### src/llspi_pkg.sv
package llspi_pkg;

	// chip selected on the slow-control bus
	// adc_both selects both ADCs together, used to sync their test pattern
	typedef enum logic [2:0] {
		sel_none     = 3'd0,
		sel_lmk      = 3'd1,
		sel_adc0     = 3'd2,
		sel_adc1     = 3'd3,
		sel_dac      = 3'd4,
		sel_adc_both = 3'd5,
		sel_amc      = 3'd6,
		sel_sdc      = 3'd7
	} chip_sel_e;

	// low byte of a control word
	typedef struct packed {
		logic [1:0] spare_hi;
		// push received bytes into the result FIFO
		logic       capture;
		// shared ADC data pin turned around to an input
		logic       sdio_read;
		logic       spare_lo;
		chip_sel_e  sel;
	} ctl_fields_t;

	// same byte seen as shift data or as control fields
	typedef union packed {
		logic [7:0]  data;
		ctl_fields_t ctl;
	} payload_u;

	// 9-bit word written by the host
	typedef struct packed {
		logic     is_ctl;
		payload_u payload;
	} host_word_t;

	// setting held by the engine between control words
	typedef struct packed {
		chip_sel_e sel;
		logic      sdio_read;
		logic      capture;
	} spi_ctl_t;

	// main bus toward LMK, ADCs and DAC
	typedef struct packed {
		logic sclk;
		logic sdi;
		logic lmk_le;
		logic adc_csb0;
		logic adc_csb1;
		logic dac_csb;
		logic sdio_dir;
		logic spare;
	} main_pins_t;

	// isolated poll bus toward the AMC and SDC monitor chips
	typedef struct packed {
		logic poll_sclk;
		logic poll_mosi;
		logic amc_ss;
		logic sdc_csb;
	} poll_pins_t;

	// returning data lines, one per readable chip
	typedef struct packed {
		logic adc_sdi;
		logic dac_sdo;
		logic amc_miso;
		logic sdc_dout;
	} miso_pins_t;

	// host-visible status word
	typedef struct packed {
		logic [2:0] zero;
		logic       in_empty;
		logic [3:0] result_count;
	} status_t;

endpackage
### src/llspi.sv
`timescale 1ns/1ps

module llspi #(
	parameter int PACE_SET = 6,
	parameter int IN_AW    = 5
) (
	input  logic                  clk,
	input  logic                  rst_n,
	// host side
	input  llspi_pkg::host_word_t host_din,
	input  logic                  host_we,
	input  logic                  result_re,
	output logic [7:0]            host_result,
	output llspi_pkg::status_t    status,
	// board pins
	output llspi_pkg::main_pins_t main,
	output llspi_pkg::poll_pins_t poll,
	output logic                  sdo,
	output logic                  sdio_drive,
	input  llspi_pkg::miso_pins_t pins_in
);

	import llspi_pkg::*;

	// free running divider, top bit sets the bit rate
	logic [PACE_SET-1:0] pace_cnt;
	logic                pace;

	logic       in_empty;
	logic       pull;
	host_word_t fdata;

	logic       result_we;
	logic [7:0] result;
	logic [7:0] result_head;
	logic [4:0] result_count;

	logic       sclk;
	logic       mosi;
	logic       miso;
	spi_ctl_t   ctl;

	always_ff @(posedge clk) begin
		if (!rst_n) begin
			pace_cnt <= '0;
		end else begin
			pace_cnt <= pace_cnt + 1'b1;
		end
	end

	assign pace = pace_cnt[PACE_SET-1];

	// host command words
	shortfifo #(.DW(9), .AW(IN_AW)) input_fifo (
		.clk(clk), .rst_n(rst_n),
		.we(host_we), .din(host_din),
		.re(pull), .dout(fdata),
		.full(), .empty(in_empty), .count()
	);

	spi_eater eater (
		.clk(clk), .rst_n(rst_n), .pace(pace),
		.empty(in_empty), .fdata(fdata), .pull(pull),
		.result_we(result_we), .result(result),
		.sclk(sclk), .mosi(mosi), .ctl(ctl), .miso(miso)
	);

	spi_pin_mux pin_mux (
		.clk(clk), .rst_n(rst_n),
		.sclk(sclk), .mosi(mosi), .ctl(ctl),
		.main(main), .poll(poll),
		.sdo(sdo), .sdio_drive(sdio_drive),
		.pins_in(pins_in), .miso(miso)
	);

	// bytes read back, waiting for the host
	shortfifo #(.DW(8), .AW(4)) result_fifo (
		.clk(clk), .rst_n(rst_n),
		.we(result_we), .din(result),
		.re(result_re), .dout(result_head),
		.full(), .empty(), .count(result_count)
	);

	// popped byte held for the host, valid the cycle after the strobe
	always_ff @(posedge clk) begin
		if (!rst_n) begin
			host_result <= 8'hcc;
		end else if (result_re) begin
			host_result <= result_head;
		end
	end

	// a full result FIFO reads as 15 in the 4-bit field
	assign status.zero         = 3'b000;
	assign status.in_empty     = in_empty;
	assign status.result_count = result_count[4] ? 4'hf : result_count[3:0];

endmodule

### src/spi_pin_mux.sv
`timescale 1ns/1ps

module spi_pin_mux (
	input  logic                  clk,
	input  logic                  rst_n,
	input  logic                  sclk,
	input  logic                  mosi,
	input  llspi_pkg::spi_ctl_t   ctl,
	output llspi_pkg::main_pins_t main,
	output llspi_pkg::poll_pins_t poll,
	// shared ADC data pin, split into value and drive enable
	output logic                  sdo,
	output logic                  sdio_drive,
	input  llspi_pkg::miso_pins_t pins_in,
	output logic                  miso
);

	import llspi_pkg::*;

	logic       adc_sel;
	logic       poll_sel;
	// returning lines after one register stage
	miso_pins_t grab;

	// either ADC, alone or both together
	assign adc_sel  = (ctl.sel == sel_adc0) || (ctl.sel == sel_adc1) ||
		(ctl.sel == sel_adc_both);
	// monitor chips live on the isolated bus
	assign poll_sel = (ctl.sel == sel_amc) || (ctl.sel == sel_sdc);

	always_ff @(posedge clk) begin
		if (!rst_n) begin
			// nothing selected, clocks and data parked low
			main <= '{
				sclk: 1'b0,
				sdi: 1'b0,
				lmk_le: 1'b1,
				adc_csb0: 1'b1,
				adc_csb1: 1'b1,
				dac_csb: 1'b1,
				sdio_dir: 1'b1,
				spare: 1'b0
			};
			poll <= '{
				poll_sclk: 1'b0,
				poll_mosi: 1'b0,
				amc_ss: 1'b1,
				sdc_csb: 1'b1
			};
			sdo        <= 1'b0;
			sdio_drive <= 1'b1;
		end else begin
			// main bus stays quiet while the poll bus is in use
			main.sclk     <= sclk & ~poll_sel;
			main.sdi      <= mosi & ~poll_sel;
			main.lmk_le   <= (ctl.sel != sel_lmk);
			main.adc_csb0 <= !((ctl.sel == sel_adc0) || (ctl.sel == sel_adc_both));
			main.adc_csb1 <= !((ctl.sel == sel_adc1) || (ctl.sel == sel_adc_both));
			main.dac_csb  <= (ctl.sel != sel_dac);
			// board level buffer direction, high means FPGA drives
			main.sdio_dir <= ~ctl.sdio_read;
			main.spare    <= 1'b0;
			poll.poll_sclk <= sclk & poll_sel;
			poll.poll_mosi <= mosi & poll_sel;
			poll.amc_ss    <= (ctl.sel != sel_amc);
			poll.sdc_csb   <= (ctl.sel != sel_sdc);
			// ADC gets mosi only on write cycles
			sdo        <= mosi & adc_sel & ~ctl.sdio_read;
			sdio_drive <= ~ctl.sdio_read;
		end
	end

	// input registers, plain data so no reset
	always_ff @(posedge clk) begin
		grab <= pins_in;
	end

	// pick the line of the selected chip
	always_comb begin
		case (ctl.sel)
			sel_adc0:     miso = grab.adc_sdi;
			sel_adc1:     miso = grab.adc_sdi;
			sel_adc_both: miso = grab.adc_sdi;
			sel_dac:      miso = grab.dac_sdo;
			sel_amc:      miso = grab.amc_miso;
			sel_sdc:      miso = grab.sdc_dout;
			// LMK is write only
			default:      miso = 1'b0;
		endcase
	end

endmodule

### src/spi_eater.sv
`timescale 1ns/1ps

module spi_eater (
	input  logic                   clk,
	input  logic                   rst_n,
	input  logic                   pace,
	// command FIFO side
	input  logic                   empty,
	input  llspi_pkg::host_word_t  fdata,
	output logic                   pull,
	// result FIFO side
	output logic                   result_we,
	output logic [7:0]             result,
	// toward the pin router
	output logic                   sclk,
	output logic                   mosi,
	output llspi_pkg::spi_ctl_t    ctl,
	input  logic                   miso
);

	import llspi_pkg::*;

	typedef enum logic [1:0] {
		st_idle,
		st_load,
		st_shift
	} state_e;

	state_e     state;
	// previous pace, any change is one half sclk period
	logic       pace_d;
	logic       tick;
	// shifts mosi out at the top, miso in at the bottom
	logic [7:0] sreg;
	logic [2:0] bit_cnt;
	// idle with a word waiting and no pop still in flight
	logic       take;

	assign tick = pace ^ pace_d;
	assign take = (state == st_idle) && !empty && !pull;

	// the received byte is complete in sreg when result_we rises
	assign result = sreg;

	always_ff @(posedge clk) begin
		if (!rst_n) begin
			state     <= st_idle;
			pace_d    <= 1'b0;
			pull      <= 1'b0;
			result_we <= 1'b0;
			sclk      <= 1'b0;
			mosi      <= 1'b0;
			bit_cnt   <= 3'd0;
			ctl       <= '{sel: sel_none, sdio_read: 1'b0, capture: 1'b0};
		end else begin
			pace_d    <= pace;
			// both strobes last a single cycle
			pull      <= 1'b0;
			result_we <= 1'b0;
			case (state)
				st_idle: begin
					if (take) begin
						pull <= 1'b1;
						if (fdata.is_ctl) begin
							// control word applies right away, no bus activity
							ctl.sel       <= fdata.payload.ctl.sel;
							ctl.sdio_read <= fdata.payload.ctl.sdio_read;
							ctl.capture   <= fdata.payload.ctl.capture;
						end else begin
							state <= st_load;
						end
					end
				end
				st_load: begin
					// first bit goes out ahead of the first rising sclk
					mosi    <= sreg[7];
					bit_cnt <= 3'd0;
					state   <= st_shift;
				end
				st_shift: begin
					if (tick) begin
						if (!sclk) begin
							// rising half, miso sampled into sreg below
							sclk <= 1'b1;
						end else begin
							// falling half, next bit or end of byte
							sclk    <= 1'b0;
							bit_cnt <= bit_cnt + 3'd1;
							if (bit_cnt == 3'd7) begin
								mosi      <= 1'b0;
								result_we <= ctl.capture;
								state     <= st_idle;
							end else begin
								mosi <= sreg[7];
							end
						end
					end
				end
				default: begin
					state <= st_idle;
				end
			endcase
		end
	end

	// payload path
	always_ff @(posedge clk) begin
		if (take && !fdata.is_ctl) begin
			sreg <= fdata.payload.data;
		end else if (state == st_shift && tick && !sclk) begin
			// mosi already holds the old top bit
			sreg <= {sreg[6:0], miso};
		end
	end

endmodule

### src/shortfifo.sv
`timescale 1ns/1ps

module shortfifo #(
	parameter int DW = 8,
	parameter int AW = 4
) (
	input  logic          clk,
	input  logic          rst_n,
	input  logic          we,
	input  logic [DW-1:0] din,
	input  logic          re,
	output logic [DW-1:0] dout,
	output logic          full,
	output logic          empty,
	output logic [AW:0]   count
);

	localparam int DEPTH = 1 << AW;

	// storage, no reset needed
	logic [DW-1:0] mem [DEPTH];
	logic [AW-1:0] wr_ptr;
	logic [AW-1:0] rd_ptr;
	logic [AW:0]   occ;
	logic          do_push;
	logic          do_pop;

	// disallowed requests are simply ignored
	assign do_push = we && !full;
	assign do_pop  = re && !empty;

	// write side
	always_ff @(posedge clk) begin
		if (do_push) begin
			mem[wr_ptr] <= din;
		end
	end

	// pointers and occupancy
	always_ff @(posedge clk) begin
		if (!rst_n) begin
			wr_ptr <= '0;
			rd_ptr <= '0;
			occ    <= '0;
		end else begin
			if (do_push) begin
				wr_ptr <= wr_ptr + 1'b1;
			end
			if (do_pop) begin
				rd_ptr <= rd_ptr + 1'b1;
			end
			// simultaneous push and pop leaves the count alone
			if (do_push && !do_pop) begin
				occ <= occ + 1'b1;
			end else if (do_pop && !do_push) begin
				occ <= occ - 1'b1;
			end
		end
	end

	// head word shows at dout without a read, so a pop just advances
	assign dout  = mem[rd_ptr];
	assign full  = (occ == DEPTH[AW:0]);
	assign empty = (occ == '0);
	assign count = occ;

endmodule

### config.mk
export PLATFORM = sky130hd
export DESIGN_NAME = llspi
export DESIGN_NICKNAME = d
export VERILOG_FILES = /design/src/llspi_pkg.sv /design/src/llspi.sv /design/src/spi_pin_mux.sv /design/src/spi_eater.sv /design/src/shortfifo.sv
export SDC_FILE = /design/constraint.sdc
export NUM_CORES = 1
export LEC_CHECK = 0
export BUFFER_PORTS_ARGS = -buffer_cell sky130_fd_sc_hd__buf_2
export CAP_MARGIN = 5
export CORE_ASPECT_RATIO = 0.6
export CORE_UTILIZATION = 40
export CTS_CLUSTER_SIZE = 12
export DETAILED_ROUTE_END_ITERATION = 6
export PLACE_DENSITY = 0.52
export SLEW_MARGIN = 5
export SYNTH_ARGS = -nofsm -noshare
export SYNTH_HDL_FRONTEND = slang
export SYNTH_HIERARCHICAL = 1
export SYNTH_SLANG_ARGS = --single-unit
### constraint.sdc
create_clock -name clk -period 7.25 [get_ports clk]
set_clock_uncertainty 0.05 [all_clocks]
set_input_delay 0.3625 -clock clk [delete_from_list [all_inputs] [get_ports clk]]
set_output_delay 0.3625 -clock clk [all_outputs]
set_load 0.01 [all_outputs]
==> impl_results.md, run 1 <==
* Gpl congestion at 0.777
* Post-route ant nets at 0
* Slowest-stage cell, CP: o21ai_0
* Worst slew pin tran at 1.13 ns
* IO Pins at 47
* Gate Count Post-Synth at 1174
* Fillers at 4279
* Period utilization at 0.576
* Die Width at 291 microns
* CTS tree: done
* GRT Util Overall at 0.184
* Total grt overflow at 0
* Initial DRC Count at 1168
* Clock sinks at 507
* Clk slew on worst S/H paths at 0.06 ns
* Vias at 10600
* Largest net degree at the start of global routing at 59
* Final hold vios at 0
* Wire length per cell at 24.2 microns
* Vias in the first global route at 10300
* Hold Path Class: input port to flop
* Setup ws final at 3.07 ns
* Fraction of layout cells with a size suffix above 1 at 0.173
* CP Class: flop to flop
* Yosys warnings at 6
* Mapped cell area at 20100 sq um
* Total Wirelength at 46.2 mm
* CTS Buffer Depth at 3
* Max Freq at 239 MHz
* Crit path time final at 4.18 ns
* Die Y at 176 microns
* Pre-CTS setup slack at 3.05 ns
* Min-delay src: host_we
* Critical path arrival at 4.33 ns
* Leakage at 7.13 nW
* Slew Limit Fails at 0
* Critical path required time at 7.40 ns
* Clock root buffer: clkbuf_16
* Crit. End Element: flop
* Max Cap Viol at 0
* Slowest stage delay, CP at 1.03 ns
* 1st-pass router iterations at 5
* PD cells at 307 nW/um^2
* Antenna violations before repair at 2
* Setup TNS at 0 ns
* Area Growth Syn to Fin at 11.6%
* Critical path startpoint category: flop
* Max VDD drop at 0.190 mV
* H-tree Lvls at 2
* RSZ-0062 raised after global routing: false
* First-pass GRT wire length at 69.1 mm
* Final HPWL DP at 29.5 mm
* Finish-stage setup viols at 0
* Worst slew margin at 0.240
* FF-to-FF setup slack at 3.07 ns
* Via density at 5.54
* PortBufs at 42
* Final Cell Area at 22400 sq um
* Critical path peak fanout at 41
* Outcome: finished, final reports clean
* Final Hold Slack at 0.164 ns
* Starting density of the core at 0.406
* Row cnt at 63
* Syn Area/Cell at 17.1 sq um
* Critical-path cell list: buf_4 -> mux4_2 -> a221oi_1 -> nand3_1 -> o21ai_0
* Inserted Clock Buffers at 50
* Clk_lat worst skew at 0.58 ns
* Die Area at 51200 sq um
* Layout net count at 1265
* # DRC at 0
* Placed Area at 20900 sq um
* Core ar. at 49500 sq um
* Power, Total at 6.88 mW
==> where the power goes <==
group	total (mW)	switching [mW]	leakage [nW]	internal (mW)
sequential	3.62	0.223	4.50	3.40
combinational	0.820	0.507	1.92	0.313
clock	2.44	1.07	0.714	1.37
==> cells in the final DEF (no fill, tap or decap), types with 10 or more instances in the layout <==
| master | n |
|---|---|
| and2_1 | 15 |
| mux4_2 | 68 |
| edfxtp_1 | 424 |
| buf_2 | 42 |
| nand2_1 | 36 |
| nand3_1 | 47 |
| dfxtp_1 | 80 |
| a22oi_1 | 52 |
| ha_1 | 23 |
| a21oi_1 | 16 |
| nor3_1 | 11 |
| xnor2_1 | 10 |
| mux2i_1 | 88 |
| o21ai_0 | 13 |
| clkbuf_1 | 26 |
| nor2b_1 | 16 |
| nor2_1 | 68 |
| buf_4 | 16 |
| inv_1 | 14 |
| clkbuf_16 | 50 |
==> metal layers <==
layer,wire length (microns),vias up,global-route usage
met5,0,-,0
met2,17600,363,0.230
met4,629,0,0.0360
met1,23800,5444,0.308
li1,-,4711,-
met3,4180,52,0.0490
==> path summary, 6_finish.rpt <==
path | to | depth (start not counted)
max reg2reg | eater/result[3] | 5
min reg2reg | eater/mosi | 2
min | input_fifo/wr_ptr[3] | 4
max | eater/result[3] | 5
==> critical path, delay by kind of cell, from the launching register on <==
kind            cells  cell delay, ns
compound gates      2            1.58
buf+inv             1            0.65
flops               1            0.65
mux                 1            0.40
simple gates        1            0.47
==> sequential cells by signal (all words and copies together) (netlist names), 2 cells and up, named ones only <==
name	cells
input_fifo/count	6
eater/result	8
input_fifo/wr_ptr	5
eater/state	2
pace_cnt	6
input_fifo/mem	288
eater/bit_cnt	3
result_fifo/count	5
result_fifo/rd_ptr	4
pin_mux/main	6
pin_mux/poll	4
pin_mux/grab	4
result_fifo/wr_ptr	4
host_result	8
input_fifo/rd_ptr	5
eater/ctl	5
result_fifo/mem	128
==> metrics by stage <==
stage,instances,utilization
after floorplan,1176,-
after global placement,1817,0.422
after detailed placement,1817,0.422
after CTS,1907,0.453
after global routing,1908,0.453
final,1909,0.453
==> area by class of cell <==
cell class	instances	area (sq um)	share of cell area
diodes	2	5.00	0.000223
clock buffers	78	1380	0.0614
clock inverters	8	115	0.00513
inverters	15	56.3	0.00251
multi-input cells	587	5290	0.236
flip-flops and latches	507	14400	0.642
well taps	650	813	0.0363
repair buffers	62	370	0.0165
==> what timing repair did <==
item / 4_1_cts / 5_1_grt
hold buffers: 4 / 0
setup buffers: 0 / 0
gates resized for setup: 0 / 0
hold endpoints to repair: 4 / 0
Power figures use the tool's default switching activity.
==> run 2, diff against run 1 <==
Settings changed: PLACE_DENSITY 0.52 to 0.54.
Clock period 7.25 ns to 3.75 ns, I/O delays scaled along.
==> impl_results.md, run 2 (same netlist as run 1, synthesis figures left out) <==
* Reg2Reg Depth at 6 (+1)
* Total grt overflow at 0 (unchanged)
* Hold Path Class: input port to flop
* RSZ-0062 raised after global routing: false
* Reg power frac at 0.528 (about the same)
* Comb power frac at 0.121 (+0.002)
* PD cells at 586 nW/um^2 (+91%)
* Commonest non-fill, non-tap cell in the layout: edfxtp_1
* Row cnt at 63 (unchanged)
* Dpl cells at 1825 (+0.44%)
* Largest net degree at the start of global routing at 33 (-44%)
* Finish-stage setup viols at 0 (unchanged)
* Setup bufs post-CTS at 0 (unchanged)
* # DRC at 0 (unchanged)
* CTS Buffer Depth at 3 (unchanged)
* Fillers at 4258 (-0.49%)
* Slew Limit Fails at 0 (unchanged)
* Largest register FFs at 288 (unchanged)
* Final HPWL DP at 30.2 mm (+2.3%)
* Crit path time final at 3.20 ns (-0.982 ns)
* Final hold vios at 0 (unchanged)
* Largest register by flop count: input_fifo/mem
* Max Freq at 313 MHz (+31%)
* Int Power at 9.74 mW (+92%)
* Die Y at 176 microns (unchanged)
* Die Width at 291 microns (unchanged)
* 1st-pass router iterations at 5 (unchanged)
* Critical path peak fanout at 10 (-76%)
* Inserted Clock Buffers at 50 (unchanged)
* Layout net count at 1277 (+0.95%)
* Antenna violations before repair at 1 (-1)
* Leakage at 7.19 nW (+0.80%)
* Initial DRC Count at 961 (-18%)
* Vias at 10600 (+0.40%)
* IO Pins at 47 (unchanged)
* Via density at 5.51 (-0.54%)
* Vias in the first global route at 10200 (-0.73%)
* Post-CTS sizing at 0 (unchanged)
* Clock root buffer: clkbuf_16
* CTS tree: done
* Top Registers: input_fifo/mem x288, result_fifo/mem x128
* Clk slew on worst S/H paths at 0.06 ns (about the same)
* Fraction of layout cells with a size suffix above 1 at 0.179 (+0.00511)
* Max VDD drop at 0.389 mV (+100%)
* Worst slew pin tran at 1.08 ns (-0.0488 ns)
* Outcome: finished, final reports clean
* GRT Util Overall at 0.179 (-0.00440)
* Wire length per cell at 23.6 microns (-2.6%)
* Critical path arrival at 3.48 ns (-0.85 ns)
* Die Area at 51200 sq um (unchanged)
* Starting density of the core at 0.406 (unchanged)
* Critical path required time at 4.03 ns (-3.37 ns)
* Core ar. at 49500 sq um (unchanged)
* Critical path startpoint category: flop
* Setup TNS at 0 ns (unchanged)
* # diodes at 0 (-2)
* Switching share of power at 0.262 (+0.00117)
* CP Class: flop to flop
* Max Cap Viol at 0 (unchanged)
* Clk_lat worst skew at 0.60 ns (+0.02 ns)
* Crit. End Element: flop
* Period utilization at 0.852 (+0.276)
* Hold Buf Count CTS at 8 (+4)
* P_sw at 3.47 mW (+93%)
* Gpl congestion at 0.843 (+8.5%)
* H-tree Lvls at 2 (unchanged)
* First-pass GRT wire length at 67.5 mm (-2.3%)
* Post-route ant nets at 0 (unchanged)
* Commonest non-fill, non-tap cells in the layout: edfxtp_1, mux2i_1, dfxtp_1
* Final Hold Slack at 0.0972 ns (-0.0665 ns)
* Area Growth Syn to Fin at 12.2%
* Clock sinks at 507 (unchanged)
* Clock share of power at 0.352 (-0.002)
* Total Wirelength at 45.4 mm (-1.7%)
* Worst slew margin at 0.277 (+0.0378)
* Hold Path Depth at 1 (-3)
* PortBufs at 42 (unchanged)
* Non-filler instance count after layout at 1927 (+0.94%)
run 2: worst max-delay path: stages, from the launching register on:
cell	delay (ns)
dfxtp_2	0.55
buf_4	0.28
mux4_2	0.52
a221oi_1	0.37
nand3_1	0.47
nor2_8	0.33
mux2_2	0.36
run 2: power groups by stage:
stage	combinational (mW)	clock, mW	sequential, mW
global placement	1.56	0	7.08
finish	1.59	4.64	6.97
CTS	1.59	4.77	6.98
detailed placement	1.57	0	7.09
floorplan	1.21	0	6.88
global route	1.74	4.98	7.02
run 2: through the flow:
step	power (mW)	worst slack (ns)	utilization	area, sq um
6_report	13.2	0.553	0.455	22500
5_1_grt	13.7	0.394	0.455	22500
4_1_cts	13.3	0.533	0.455	22500
3_5_place_dp	8.67	0.567	0.424	21000
3_3_place_gp	8.64	0.612	0.424	21000
2_1_floorplan	8.08	0.829	-	20100
run 2: cell type report:
cell class,instances,area [sq um],area share
clock buffers,86,1410,0.0624
clock inverters,8,86.3,0.00383
multi-input cells,587,5300,0.235
flip-flops and latches,507,14400,0.639
inverters,15,56.3,0.00250
well taps,650,813,0.0361
repair buffers,74,483,0.0214
run 2: worst paths after layout:
path	start	end	slack, ns
worst max-delay path	flop	eater/result[1]	0.55
worst min-delay path	host_din[8]	input_fifo/mem[5][8]	0.1
worst max register to register	flop	eater/result[1]	0.55
worst min register to register	host_result[2]	host_result[2]	0.42
run 2: metal layers:
| metal | vias up | GRT usage | wire length (microns) |
|---|---|---|---|
| met1 | 5500 | 0.302 | 24000 |
| met5 | - | 0 | 0 |
| met3 | 57 | 0.0471 | 3740 |
| met2 | 316 | 0.222 | 17000 |
| met4 | 0 | 0.0368 | 682 |
| li1 | 4739 | - | - |
